[src/aether_data_pkg.sv]
package aether_data_pkg;

  // ----------------------------------------
  // Datapath types
  // ----------------------------------------

  // One activation, two of them per buffer word
  typedef logic signed [7:0] pixel_t;

  // One kernel tap
  typedef logic signed [7:0] weight_t;

  // MAC accumulator, nine 16-bit products need 20 bits
  typedef logic signed [19:0] acc_t;

  // Stored result, low half of the accumulator
  typedef logic [15:0] result_t;

  // Square kernel, fixed 3x3
  localparam int KERNEL_SIZE = 3;

  // ----------------------------------------
  // Engine status
  // ----------------------------------------

  // Busy lands in bit 0, done in bit 1 of STATS
  typedef struct packed {
    logic done; // Last result written
    logic busy; // Fetch or drain in progress
  } conv_status_t;

endpackage

[src/aether_isa_pkg.sv]
package aether_isa_pkg;

  // ----------------------------------------
  // Instruction set
  // ----------------------------------------

  // Host opcodes, one instruction per clock
  typedef enum logic [3:0] {
    OP_NOP         = 4'h0,
    OP_READ_REG    = 4'h1, // Register read, addr in param_1
    OP_WRITE_REG   = 4'h2, // Register write, data in param_2
    OP_LOAD_START  = 4'h3, // First buffer word
    OP_LOAD_CONT   = 4'h4, // Following buffer words
    OP_LOAD_WEIGHT = 4'h5, // Kernel tap param_1 gets param_2[7:0]
    OP_RUN_CONV    = 4'h6,
    OP_READ_RESULT = 4'h7, // Result index in param_2
    OP_RESET_CONV  = 4'h8  // Abort engine, drop done flag
  } opcode_e;

  // ----------------------------------------
  // Register map
  // ----------------------------------------

  typedef enum logic [3:0] {
    REG_VERSN = 4'd0, // Version, read only
    REG_HWRID = 4'd1, // Hardware id, read only
    REG_CPRM1 = 4'd2, // Matrix size in [3:0]
    REG_STATS = 4'd3  // Busy and done
  } reg_addr_e;

  // Fixed identity values
  localparam logic [15:0] VERSN_VALUE = 16'h6C00;
  localparam logic [15:0] HWRID_VALUE = 16'hB2E9;

  // ----------------------------------------
  // Decoded command
  // ----------------------------------------

  // One registered instruction with its operands, 24 bits
  typedef struct packed {
    opcode_e     opcode;
    logic [3:0]  param_1;
    logic [15:0] param_2;
  } cmd_t;

endpackage

[src/aether_decoder.sv]
`timescale 1ns/1ps

module aether_decoder (
  input  logic                     clk_i,
  input  logic                     rst_n_i,

  // Host side
  input  logic [3:0]               instruction_i,
  input  logic [3:0]               param_1_i,
  input  logic [15:0]              param_2_i,

  // Read data returns
  input  logic [15:0]              reg_rdata_i,
  input  aether_data_pkg::result_t res_rdata_i,

  // Command aligned with the strobes
  output aether_isa_pkg::cmd_t     cmd_o,

  output logic                     reg_wr_o,
  output logic                     reg_rd_o,
  output logic                     load_start_o,
  output logic                     load_cont_o,
  output logic                     weight_wr_o,
  output logic                     run_o,
  output logic                     clear_o,
  output logic                     res_rd_o,

  output logic [15:0]              data_o
);

  aether_isa_pkg::cmd_t cmd_q; // Input stage
  logic pend_reg_q;            // Register read data arrives next
  logic pend_res_q;            // Result read data arrives next

  // ----------------------------------------
  // Input register and strobe decode
  // ----------------------------------------

  always_ff @(posedge clk_i)
  begin
    if (!rst_n_i)
    begin
      cmd_q        <= '0; // Decodes as NOP
      reg_wr_o     <= 1'b0;
      reg_rd_o     <= 1'b0;
      load_start_o <= 1'b0;
      load_cont_o  <= 1'b0;
      weight_wr_o  <= 1'b0;
      run_o        <= 1'b0;
      clear_o      <= 1'b0;
      res_rd_o     <= 1'b0;
    end
    else
    begin
      cmd_q.opcode  <= aether_isa_pkg::opcode_e'(instruction_i);
      cmd_q.param_1 <= param_1_i;
      cmd_q.param_2 <= param_2_i;

      // One-hot, unknown codes leave all low
      reg_rd_o     <= cmd_q.opcode == aether_isa_pkg::OP_READ_REG;
      reg_wr_o     <= cmd_q.opcode == aether_isa_pkg::OP_WRITE_REG;
      load_start_o <= cmd_q.opcode == aether_isa_pkg::OP_LOAD_START;
      load_cont_o  <= cmd_q.opcode == aether_isa_pkg::OP_LOAD_CONT;
      weight_wr_o  <= cmd_q.opcode == aether_isa_pkg::OP_LOAD_WEIGHT;
      run_o        <= cmd_q.opcode == aether_isa_pkg::OP_RUN_CONV;
      res_rd_o     <= cmd_q.opcode == aether_isa_pkg::OP_READ_RESULT;
      clear_o      <= cmd_q.opcode == aether_isa_pkg::OP_RESET_CONV;
    end
  end

  // Operands follow the strobes by the same cycle
  always_ff @(posedge clk_i)
  begin
    cmd_o <= cmd_q;
  end

  // ----------------------------------------
  // Read return path
  // ----------------------------------------

  always_ff @(posedge clk_i)
  begin
    if (!rst_n_i)
    begin
      pend_reg_q <= 1'b0;
      pend_res_q <= 1'b0;
      data_o     <= '0;
    end
    else
    begin
      pend_reg_q <= reg_rd_o; // Source registers its data this edge
      pend_res_q <= res_rd_o;
      if (pend_reg_q)
        data_o <= reg_rdata_i;
      else if (pend_res_q)
        data_o <= res_rdata_i;
    end
  end

endmodule

[src/aether_engine.sv]
`timescale 1ns/1ps

module aether_engine #(
  parameter int BufferWords   = 64, // Input buffer depth in 16-bit words
  parameter int MaxMatrixSize = 11, // Largest N the engine accepts
  parameter int ResultDepth   = 81  // (MaxMatrixSize-2)^2 results
) (
  input  logic        clk_i,
  input  logic        rst_n_i,

  // Host command bus
  input  logic [3:0]  instruction_i,
  input  logic [3:0]  param_1_i,
  input  logic [15:0] param_2_i,

  output logic [15:0] data_o,      // Last read value
  output logic        interrupt_o  // Convolution finished
);

  localparam int BufAddrW = $clog2(BufferWords);
  localparam int ResAddrW = $clog2(ResultDepth);

  // ----------------------------------------
  // Interconnect
  // ----------------------------------------

  aether_isa_pkg::cmd_t          cmd;
  aether_data_pkg::conv_status_t conv_status;
  aether_data_pkg::result_t      res_rdata;

  logic [15:0]         reg_rdata;
  logic [3:0]          cprm1_size;     // Matrix size from CPRM1
  logic [BufAddrW-1:0] buf_raddr;
  logic [15:0]         buf_rdata;

  // Decoder strobes
  logic reg_wr;
  logic reg_rd;
  logic load_start;
  logic load_cont;
  logic weight_wr;
  logic run;
  logic clear;
  logic res_rd;

  // ----------------------------------------
  // Instances
  // ----------------------------------------

  aether_decoder decode_inst (
    .clk_i,
    .rst_n_i,
    .instruction_i,
    .param_1_i,
    .param_2_i,
    .reg_rdata_i  (reg_rdata),
    .res_rdata_i  (res_rdata),
    .cmd_o        (cmd),
    .reg_wr_o     (reg_wr),
    .reg_rd_o     (reg_rd),
    .load_start_o (load_start),
    .load_cont_o  (load_cont),
    .weight_wr_o  (weight_wr),
    .run_o        (run),
    .clear_o      (clear),
    .res_rd_o     (res_rd),
    .data_o
  );

  aether_regfile #(
    .MaxMatrixSize (MaxMatrixSize)
  ) regfile_inst (
    .clk_i,
    .rst_n_i,
    .cmd_i        (cmd),
    .reg_wr_i     (reg_wr),
    .reg_rd_i     (reg_rd),
    .status_i     (conv_status),
    .cprm1_size_o (cprm1_size),
    .reg_rdata_o  (reg_rdata)
  );

  input_buffer #(
    .BufferWords (BufferWords)
  ) buffer_inst (
    .clk_i,
    .rst_n_i,
    .load_start_i (load_start),
    .load_cont_i  (load_cont),
    .wdata_i      (cmd.param_2),
    .raddr_i      (buf_raddr),
    .rdata_o      (buf_rdata)
  );

  conv_engine #(
    .BufferWords   (BufferWords),
    .MaxMatrixSize (MaxMatrixSize),
    .ResultDepth   (ResultDepth)
  ) conv_inst (
    .clk_i,
    .rst_n_i,
    .weight_wr_i  (weight_wr),
    .weight_idx_i (cmd.param_1),
    .weight_i     (aether_data_pkg::weight_t'(cmd.param_2[7:0])),
    .run_i        (run),
    .clear_i      (clear),
    .res_rd_i     (res_rd),
    .res_idx_i    (cmd.param_2[ResAddrW-1:0]),
    .size_i       (cprm1_size),
    .buf_raddr_o  (buf_raddr),
    .buf_rdata_i  (buf_rdata),
    .status_o     (conv_status),
    .res_rdata_o  (res_rdata),
    .done_o       (interrupt_o) // Level until next run or clear
  );

endmodule

[src/aether_regfile.sv]
`timescale 1ns/1ps

module aether_regfile #(
  parameter int MaxMatrixSize = 11
) (
  input  logic                          clk_i,
  input  logic                          rst_n_i,
  input  aether_isa_pkg::cmd_t          cmd_i,    // Addr in param_1, data in param_2
  input  logic                          reg_wr_i,
  input  logic                          reg_rd_i,
  input  aether_data_pkg::conv_status_t status_i,
  output logic [3:0]                    cprm1_size_o,
  output logic [15:0]                   reg_rdata_o
);

  localparam logic [3:0] MaxSize = 4'(MaxMatrixSize);
  localparam logic [3:0] MinSize = 4'(aether_data_pkg::KERNEL_SIZE);

  aether_isa_pkg::reg_addr_e addr;
  logic [3:0]                size_q;
  logic [3:0]                size_clamped;

  assign addr         = aether_isa_pkg::reg_addr_e'(cmd_i.param_1);
  assign cprm1_size_o = size_q;

  // Keep N between kernel size and the largest matrix
  always_comb
  begin
    if (cmd_i.param_2 > 16'(MaxSize))
      size_clamped = MaxSize;
    else if (cmd_i.param_2 < 16'(MinSize))
      size_clamped = MinSize;
    else
      size_clamped = cmd_i.param_2[3:0];
  end

  // CPRM1 is the only writable register
  always_ff @(posedge clk_i)
  begin
    if (!rst_n_i)
      size_q <= MinSize;
    else if (reg_wr_i && addr == aether_isa_pkg::REG_CPRM1)
      size_q <= size_clamped;
  end

  // Read port, data one cycle after the strobe
  always_ff @(posedge clk_i)
  begin
    if (reg_rd_i)
    begin
      case (addr)
        aether_isa_pkg::REG_VERSN: reg_rdata_o <= aether_isa_pkg::VERSN_VALUE;
        aether_isa_pkg::REG_HWRID: reg_rdata_o <= aether_isa_pkg::HWRID_VALUE;
        aether_isa_pkg::REG_CPRM1: reg_rdata_o <= {12'b0, size_q};
        aether_isa_pkg::REG_STATS: reg_rdata_o <= {14'b0, status_i}; // Live flags
        default:                   reg_rdata_o <= '0;
      endcase
    end
  end

endmodule

[src/conv_engine.sv]
`timescale 1ns/1ps

module conv_engine #(
  parameter int BufferWords   = 64,
  parameter int MaxMatrixSize = 11,
  parameter int ResultDepth   = 81
) (
  input  logic                           clk_i,
  input  logic                           rst_n_i,
  input  logic                           weight_wr_i,
  input  logic [3:0]                     weight_idx_i, // Tap 0 to 8, row-major
  input  aether_data_pkg::weight_t       weight_i,
  input  logic                           run_i,
  input  logic                           clear_i,
  input  logic                           res_rd_i,
  input  logic [$clog2(ResultDepth)-1:0] res_idx_i,
  input  logic [3:0]                     size_i,       // N from CPRM1
  output logic [$clog2(BufferWords)-1:0] buf_raddr_o,
  input  logic [15:0]                    buf_rdata_i,
  output aether_data_pkg::conv_status_t  status_o,
  output aether_data_pkg::result_t       res_rdata_o,
  output logic                           done_o
);

  localparam int BufAddrW = $clog2(BufferWords);
  localparam int ResAddrW = $clog2(ResultDepth);
  localparam int PixW     = $clog2(MaxMatrixSize * MaxMatrixSize); // Pixel index
  localparam int Taps     = aether_data_pkg::KERNEL_SIZE * aether_data_pkg::KERNEL_SIZE;
  localparam logic [3:0] KLast = 4'(aether_data_pkg::KERNEL_SIZE - 1);

  typedef enum logic [1:0] {IDLE, FETCH, DRAIN, DONE} state_e;

  state_e     state_q;
  logic [3:0] size_q;
  logic [3:0] last_rc;           // Last output row and column
  logic [3:0] r_q, c_q;          // Output position
  logic [3:0] kr_q, kc_q;        // Kernel tap
  logic [3:0] tap;

  logic [PixW-1:0] row, col, pix_idx;

  // Fetch stage, aligned with the buffer read
  logic       s1_valid_q;
  logic       s1_hi_q;           // Odd pixel, high byte
  logic [3:0] s1_tap_q;

  aether_data_pkg::weight_t w_q [Taps];
  aether_data_pkg::pixel_t  pix_sel;
  logic signed [15:0]       prod;
  aether_data_pkg::acc_t    acc_q, acc_next;

  aether_data_pkg::result_t res_mem [ResultDepth];
  logic [ResAddrW-1:0]      res_widx_q;

  // ----------------------------------------
  // Address generator
  // ----------------------------------------

  assign last_rc     = size_q - 4'd3;
  assign tap         = kr_q * 4'(aether_data_pkg::KERNEL_SIZE) + kc_q;
  assign row         = PixW'(r_q + kr_q);
  assign col         = PixW'(c_q + kc_q);
  assign pix_idx     = row * PixW'(size_q) + col;
  assign buf_raddr_o = BufAddrW'(pix_idx >> 1); // Two pixels per word

  assign status_o.busy = (state_q == FETCH) || (state_q == DRAIN);
  assign status_o.done = (state_q == DONE);
  assign done_o        = status_o.done;

  // Walks taps, then columns, then rows
  always_ff @(posedge clk_i)
  begin
    if (!rst_n_i)
    begin
      state_q <= IDLE;
      size_q  <= 4'd3;
      r_q     <= '0;
      c_q     <= '0;
      kr_q    <= '0;
      kc_q    <= '0;
    end
    else if (clear_i)
      state_q <= IDLE; // Drops done
    else if (run_i)
    begin
      state_q <= FETCH;
      size_q  <= size_i; // Size held for the whole run
      r_q     <= '0;
      c_q     <= '0;
      kr_q    <= '0;
      kc_q    <= '0;
    end
    else if (state_q == FETCH)
    begin
      kc_q <= (kc_q == KLast) ? 4'd0 : kc_q + 4'd1;
      if (kc_q == KLast)
      begin
        kr_q <= (kr_q == KLast) ? 4'd0 : kr_q + 4'd1;
        if (kr_q == KLast)
        begin
          c_q <= (c_q == last_rc) ? 4'd0 : c_q + 4'd1;
          if (c_q == last_rc)
          begin
            r_q <= r_q + 4'd1;
            if (r_q == last_rc)
              state_q <= DRAIN; // Last fetch issued
          end
        end
      end
    end
    else if (state_q == DRAIN)
      state_q <= DONE; // Last MAC writes this edge
  end

  // ----------------------------------------
  // MAC and result memory
  // ----------------------------------------

  assign pix_sel  = s1_hi_q ? buf_rdata_i[15:8] : buf_rdata_i[7:0];
  assign prod     = pix_sel * w_q[s1_tap_q];
  assign acc_next = ((s1_tap_q == 4'd0) ? '0 : acc_q) + aether_data_pkg::acc_t'(prod);

  always_ff @(posedge clk_i)
  begin
    if (!rst_n_i)
    begin
      s1_valid_q <= 1'b0;
      res_widx_q <= '0;
    end
    else
    begin
      s1_valid_q <= (state_q == FETCH) && !run_i && !clear_i;
      if (run_i)
        res_widx_q <= '0;
      else if (s1_valid_q && s1_tap_q == 4'(Taps - 1))
        res_widx_q <= res_widx_q + 1'b1;
    end
  end

  always_ff @(posedge clk_i)
  begin
    s1_hi_q  <= pix_idx[0];
    s1_tap_q <= tap;
    if (s1_valid_q)
      acc_q <= acc_next;
    if (s1_valid_q && s1_tap_q == 4'(Taps - 1))
      res_mem[res_widx_q] <= acc_next[15:0]; // Truncate to 16 bits
    if (weight_wr_i && weight_idx_i < 4'(Taps))
      w_q[weight_idx_i] <= weight_i;
    if (res_rd_i)
      res_rdata_o <= res_mem[res_idx_i];
  end

endmodule

[src/input_buffer.sv]
`timescale 1ns/1ps

module input_buffer #(
  parameter int BufferWords = 64
) (
  input  logic                           clk_i,
  input  logic                           rst_n_i,
  input  logic                           load_start_i, // Write at word 0
  input  logic                           load_cont_i,  // Write at next word
  input  logic [15:0]                    wdata_i,      // Two packed pixels
  input  logic [$clog2(BufferWords)-1:0] raddr_i,
  output logic [15:0]                    rdata_o
);

  localparam int AddrW = $clog2(BufferWords);
  localparam logic [AddrW-1:0] LastWord = AddrW'(BufferWords - 1);

  logic [15:0]      mem [BufferWords];
  logic [AddrW-1:0] waddr_q;  // Next write slot
  logic [AddrW-1:0] waddr;
  logic             wr_en;

  assign wr_en = load_start_i || load_cont_i;
  assign waddr = load_start_i ? '0 : waddr_q;

  // ----------------------------------------
  // Write address counter
  // ----------------------------------------

  always_ff @(posedge clk_i)
  begin
    if (!rst_n_i)
      waddr_q <= '0;
    else if (wr_en)
      waddr_q <= (waddr == LastWord) ? LastWord : waddr + 1'b1; // Saturate
  end

  // ----------------------------------------
  // Storage
  // ----------------------------------------

  always_ff @(posedge clk_i)
  begin
    if (wr_en)
      mem[waddr] <= wdata_i;
    rdata_o <= mem[raddr_i]; // Registered read for the engine
  end

endmodule
[config.mk]
export PLATFORM = sky130hd
export DESIGN_NAME = aether_engine
export DESIGN_NICKNAME = d
export VERILOG_FILES = /design/src/aether_data_pkg.sv /design/src/aether_isa_pkg.sv /design/src/aether_decoder.sv /design/src/aether_engine.sv /design/src/aether_regfile.sv /design/src/conv_engine.sv /design/src/input_buffer.sv
export SDC_FILE = /design/constraint.sdc
export NUM_CORES = 2
export LEC_CHECK = 0
export BUFFER_PORTS_ARGS = -buffer_cell sky130_fd_sc_hd__buf_2
export CORE_MARGIN = 8
export CORE_UTILIZATION = 40
export CTS_CLUSTER_DIAMETER = 80
export DETAILED_ROUTE_END_ITERATION = 8
export GPL_ROUTABILITY_DRIVEN = 0
export PLACE_DENSITY = 0.57
export SYNTH_ARGS = -nofsm -noshare
export SYNTH_HDL_FRONTEND = slang
export SYNTH_SLANG_ARGS = --single-unit
[constraint.sdc]
create_clock -name clk_i -period 10.35 [get_ports clk_i]
set_input_delay 1.5525 -clock clk_i [delete_from_list [all_inputs] [get_ports clk_i]]
set_output_delay 1.5525 -clock clk_i [all_outputs]
set_load 0.01 [all_outputs]
## After elaboration in Yosys (flattened, before gate mapping)

Memories as Yosys holds them, arrays and structs flattened. A register that Yosys moved wholly into a read port is not among the register bits.
Index checks and enable logic that the tools add are counted.

| storage, ports and cells | value |
|---|---|
| bits in registers | 151 |
| latch bits | 0 |
| memory bits (writable) | 2,392 |
| memory bits (read-only) | 0 |
| memories kept | 3 |

Memory list:

| memory | depth | bits a word | rd ports | clocked after Yosys merged registers in | write ports | line | text |
|---|---|---|---|---|---|---|---|
| conv_inst.res_mem | 81 | 16 | 1 | 1 | 1 | conv_engine.sv:52 | `aether_data_pkg::result_t res_mem [ResultDepth];` |
| buffer_inst.mem | 64 | 16 | 1 | 1 | 1 | input_buffer.sv:18 | `logic [15:0] mem [BufferWords];` |
| conv_inst.w_q | 9 | 8 | 1 | 1 | 1 | conv_engine.sv:47 | `aether_data_pkg::weight_t w_q [Taps];` |

| operators by class | value |
|---|---|
| $add $sub $neg | 12 |
| $mul | 3 |
| div/mod/pow operators | 0 |
| $lt $le $gt $ge | 3 |
| equality and inequality tests | 28 |
| shift-type cells | 0 |
| mux-type cells | 39 |
| bitwise operators | 2 |
| reduce and logical (&&, ||, !) cells | 28 |

Operator list:

| operator | count |
|---|---|
| $mux W4 | 19 |
| $pmux W16 S4 | 1 |
| $mux W16 | 2 |
| $eq A4 B2 Y1 const B | 6 |
| $add A20 B20 Y20 | 1 |
| $mux W20 | 1 |
| $add A4 B1 Y4 const B | 4 |
| $eq A4 B3 Y1 const B | 4 |
| $gt A16 B4 Y1 const B | 1 |
| $lt A16 B2 Y1 const B | 1 |
| $mul A8 B8 Y16 | 1 |
| $reduce_and A5 Y1 | 3 |
| $mux W2 | 6 |
| $mux W6 | 2 |
| $ne A3 B3 Y1 const B | 4 |
| $reduce_bool A2 Y1 | 6 |
| $add A4 B4 Y5 | 2 |
| $eq A4 B1 Y1 const B | 2 |
| $eq A4 B4 Y1 | 2 |
| $eq A4 B4 Y1 const B | 2 |
| $logic_not A4 Y1 | 2 |
| $mux W8 | 1 |
| $ne A2 B2 Y1 const B | 4 |
| $add A7 B1 Y7 const B | 1 |
| 21 further kinds | 37 |

## Logic depth before layout (Yosys ltp)

| logic depth | value |
|---|---|
| depth after elaboration | 8 |
| depth in mapped cells | 29 |

## Cells and area by module

Synthesis repeated with hierarchy kept, for this count alone.

| unflattened totals | value |
|---|---|
| cell total of the unflattened synthesis | 4,857 |
| area, all modules | 101,944.0 µm² |

By module, submodules not included:

| module | times used | cells an instance | area an instance (µm²) |
|---|---|---|---|
| conv_engine | 1 | 2,850 | 59,151.7 |
| input_buffer | 1 | 1,779 | 39,939.6 |
| aether_decoder | 1 | 172 | 2,260.9 |
| aether_regfile | 1 | 56 | 591.8 |

## Worst setup path before layout

No wires, ideal clock.

| timing path | value |
|---|---|
| path type | flip-flop to flip-flop |
| start point | reg conv_inst.s1_tap_q[0] |
| end point | reg conv_inst.acc_q[15], data pin |
| library setup time | 0.668 ns |
| arrival time | 8.671 ns |
| required time | 9.682 ns |
| path slack | 1.011 ns |
| cell stages (with the launch flop) | 28 |
| path buffers | 2 |
| period minus slack after synthesis | 9.339 ns |
| cells stage by stage | dfxtp_1 buf_2 buf_4 mux4_2 mux2i_1 nor2_1 a21oi_1 nor2_1 inv_1 fa_1 fa_1 inv_1 fa_1 inv_1 fa_1 inv_1 ha_1 a21oi_1 o21bai_1 a2111oi_0 o31ai_1 a21oi_1 xnor2_1 ha_1 or3_1 o221ai_1 xnor2_1 xnor2_1 |

| on the way | value |
|---|---|
| cells in the longest elaborated chain, start to end | 3 |

Ends and longest elaborated chain:

| item | line | text |
|---|---|---|
| start, declared | conv_engine.sv:45 | `logic [3:0] s1_tap_q;` |
| start signal, assigned | conv_engine.sv:143 | `s1_tap_q <= tap;` |
| $logic_not A4 Y1 | conv_engine.sv:121 | `assign acc_next = ((s1_tap_q == 4'd0) ? '0 : acc_q) + aether_data_pkg::acc_t'(prod);` |
| $mux W20 | conv_engine.sv:121 |  |
| $add A20 B20 Y20 | conv_engine.sv:121 |  |
| named net conv_inst.acc_next[15] | conv_engine.sv:50 | `aether_data_pkg::acc_t acc_q, acc_next;` |
| end signal, assigned | conv_engine.sv:145 | `acc_q <= acc_next;` |
| end, declared | conv_engine.sv:50 |  |

The timed path passes the listed nets, and every way through them passes these cells.
A chain may end at the register's enable or synchronous reset.

## Final worst setup path

| timing path | value |
|---|---|
| start point | reg conv_inst.s1_tap_q[1] |
| end point | mem conv_inst.res_mem[63][15] (netlist bit), data pin |

| on the way | value |
|---|---|
| cells in the longest elaborated chain, start to end | 3 |

Ends and longest elaborated chain:

| item | line |
|---|---|
| $logic_not A4 Y1 | conv_engine.sv:121 |
| $mux W20 | conv_engine.sv:121 |
| $add A20 B20 Y20 | conv_engine.sv:121 |
| named net conv_inst.acc_next[15] | conv_engine.sv:50 |
| end, declared | conv_engine.sv:52 |

The timed path passes the listed nets, and every way through them passes these cells.

==> results.py <==
metrics = {
    "outcome": {
        "status": "finished clean",
    },
    "die": {
        "die-area_um2": 270000,
        "die_x_um": 519,
        "die_y_um": 519,
        "rows": 185,
        "initial_utilization": 0.401,
        "coreArea_um2": 253000,
        "io_pins": 43,
    },
    "critical_path": {
        "path_class": "reg -> reg",
        "endpoint_kind": "register",
        "ff2ff_path_depth": 26,
        "critical_path.top_delay_family": "adder cells",
        "cp_slowest_cell": "dfxtp_1",
        "arrival_ns": 9.18,
        "endpoint": "conv_inst.res_mem[63][15]",
        "r2r_end": "conv_inst.res_mem[63][15]",
        "critical_path.max_fanout": 82,
        "crit_path_start": "conv_inst.s1_tap_q[1]",
        "cpPeakStageDelay_ns": 1.00,
        "path_depth": 26,
        "crit_path_start_kind": "register",
        "regToRegSetupSlack_ns": 1.77,
        "cp.buffers_inverters": 5,
        "required_ns": 10.94,
        "worstReg2RegStart": "conv_inst.s1_tap_q[1]",
    },
    "place": {
        "hpwl_mm": 137,
        "port-buffer-count": 42,
    },
    "routing": {
        "avgRoutedWirePerCell_um": 28.5,
        "drt-vias-per-instance": 5.57,
        "postRouteWirelength_mm": 245,
        "first_pass_iters": 7,
        "antenna_left": 0,
        "drc": 0,
        "top_layer_used": "met4",
        "dr_total_vias": 47769,
        "drtIter0Drc": 4915,
        "routed-wl-met3_mm": 13.1,
        "wl_met2_mm": 121,
        "wl_met1_mm": 105,
    },
    "run": {
        "cap_violations": 0,
    },
    "layout": {
        "finalNetCount": 5182,
        "area_growth_pct": 14.0,
        "regArea_um2": 75700,
        "fill_cells": 21044,
        "layout-drive-gt1-share": 0.283,
        "multi_input_area_um2": 24700,
    },
    "logic_synthesis": {
        "synth_warnings": 0,
        "synth.area.top_cells": "edfxtp_1 (72%), mux4_2 (16%), dfxtp_1 (2.6%), fa_1 (1.4%), ha_1 (0.99%)",
        "syn_avg_cell_area_um2": 21.6,
        "synth_seq_cells": 2562,
        "ys_seq_area_frac": 0.746,
        "ys.flop_type": "edfxtp_1",
        "async_reset_ff_frac": 0,
        "yosysUniqueCellTypes": 63,
        "synth_top_cell_by_area": "edfxtp_1",
        "syn_area_um2": 101000,
        "synth_top_cell_area_share": 0.720,
        "synth_edf_count": 2431,
        "synthCells": 4685,
        "syn_nets": 4861,
    },
    "timing": {
        "setup_viol": 0,
        "period_share": 0.829,
        "rsz0062_at_grt": "false",
        "drv_slew": 0,
        "tightest_slew_ns": 1.21,
        "slew-limit-headroom": 0.189,
        "finalClockSkew_ns": 0.0886,
        "hold_viol": 0,
        "min_period_ns": 8.58,
        "fin_tns_setup_ns": 0,
        "max_freq_ghz": 0.117,
    },
    "grt": {
        "grt_usage": 0.179,
        "grt_max_degree": 127,
        "grt-ovfl-total": 0,
        "grt_pass1_vias": 49194,
        "grt_pass1_wl_mm": 354,
        "antenna_found_initial": 11,
    },
    "clock_network": {
        "ctsLongestPathBuffers": 4,
        "cts_setup_buffers": 0,
        "cts_buffers": 286,
        "cts_sinks": 2562,
        "clk_latency_ns": 0.93,
        "postCtsHoldBufs": 0,
        "cts_tree": "done",
        "post_cts_resized": 0,
        "path_clk_slew_ns": 0.06,
        "cts_root_buf": "clkbuf_16",
        "cts-htree-levels": 5,
    },
    "worst_hold_path": {
        "min_path_type": "reg -> reg",
    },
}
==> layout make-up <==
cell class | instances | share of cell area
flip-flops and latches | 2562 | 0.654
repair buffers | 252 | 0.0163
clock buffers | 382 | 0.0671
multi-input cells | 1794 | 0.213
diodes | 8 | 0.000173
well taps | 3366 | 0.0364
inverters | 110 | 0.00357
clock inverters | 109 | 0.00845
==> worst reg2reg max path: cells and delay by family (launching register included) <==
family,cells,cell delay [ns]
and+or+nand+nor,4,0.46
xor gates and xnor gates,3,0.57
muxes,2,0.66
buffers and inverters,5,0.81
DFF,1,1.00
adders and majority gates,6,2.76
AOI/OAI and AO/OA,6,1.92
==> cells in the mapped netlist (7+ instances only) <==
cell and n:
o21ai_0 23, nor2b_1 34, nor2_1 264, a21oi_1 64
or3_1 8, a21o_1 14, nand2b_1 17, xor2_1 20
buf_2 64, fa_1 70, o21ai_1 9, clkbuf_1 114
dfxtp_1 131, o22ai_1 38, mux4_2 736, buf_1 17
and2_1 43, inv_1 109, edfxtp_1 2431, or2_2 11
buf_6 13, ha_1 80, nand3b_1 7, nand3_1 23
xnor2_1 47, nor3_1 22, mux2i_1 89, nand2_1 92
a211oi_1 11, buf_4 10
==> how the worst min path moves through the flow <==
stage,from,end,slack (ns),cells past startpoint
final,decode_inst.cmd_q[9],decode_inst.cmd_o[9],0.32,0
after global routing,decode_inst.cmd_q[13],decode_inst.cmd_o[13],0.32,0
after floorplan,decode_inst.cmd_q[0],decode_inst.cmd_o[0],0.31,0
after CTS,decode_inst.cmd_q[3],decode_inst.cmd_o[3],0.32,0
after global placement,decode_inst.cmd_q[13],decode_inst.cmd_o[13],0.31,0
after detailed placement,decode_inst.cmd_q[15],decode_inst.cmd_o[15],0.31,0
==> cell usage in the layout (no fill, tap or decap), drive strengths merged, types with 14 or more instances in the layout <==
| cell | count |
|---|---|
| o21ai | 32 |
| inv | 118 |
| buf | 252 |
| and2 | 43 |
| dfxtp | 131 |
| nor2 | 264 |
| clkinv | 78 |
| xnor2 | 48 |
| a21o | 14 |
| bufinv | 16 |
| nor3 | 22 |
| clkbuf | 382 |
| mux4 | 736 |
| nor2b | 34 |
| nand2b | 17 |
| nand3 | 23 |
| xor2 | 20 |
| fa | 70 |
| mux2i | 89 |
| a21oi | 64 |
| o22ai | 38 |
| edfxtp | 2431 |
| ha | 80 |
| nand2 | 92 |
==> metrics by stage <==
step | cell area [um2] | setup WS, ns | hold WS, ns | util | instances
global route | 116000 | 1.21 | 0.325 | 0.457 | 8578
CTS | 116000 | 1.68 | 0.316 | 0.457 | 8575
global placement | 107000 | 1.92 | 0.310 | 0.422 | 8084
finish | 116000 | 1.77 | 0.316 | 0.457 | 8583
detailed placement | 107000 | 1.76 | 0.312 | 0.422 | 8084
floorplan | 101000 | 1.01 | 0.310 | - | 4685
==> per-layer routing <==
layer / up-vias / track usage
met5: - / 0
met4: 0 / 0.0450
met3: 330 / 0.0259
met2: 1434 / 0.298
met1: 26063 / 0.249
li1: 19942 / -
==> sequential cells by signal, indices dropped and copies added (netlist names), 2 cells and up <==
register	flops
buffer_inst.mem	1024
buffer_inst.rdata_o	16
buffer_inst.waddr_q	6
conv_inst.acc_q	16
conv_inst.c_q	4
conv_inst.kc_q	4
conv_inst.kr_q	4
conv_inst.r_q	4
conv_inst.res_mem	1296
conv_inst.res_rdata_o	16
conv_inst.res_widx_q	7
conv_inst.s1_tap_q	4
conv_inst.size_q	4
conv_inst.state_q	2
conv_inst.w_q	72
decode_inst.cmd_o	20
decode_inst.cmd_q	24
decode_inst.data_o	16
regfile_inst.cprm1_size_o	4
regfile_inst.reg_rdata_o	7
==> cell families after synthesis <==
kind of cell,Yosys count,synth area share
fa+ha+maj,150,0.0237
buf+inv,329,0.0143
xor+xnor,70,0.00639
mux,827,0.173
compound gates,197,0.0121
simple gates,550,0.0251
flops,2562,0.746
Power is not shown: default switching activity piles up to over one toggle a cycle in this logic, so the estimate is an artifact.
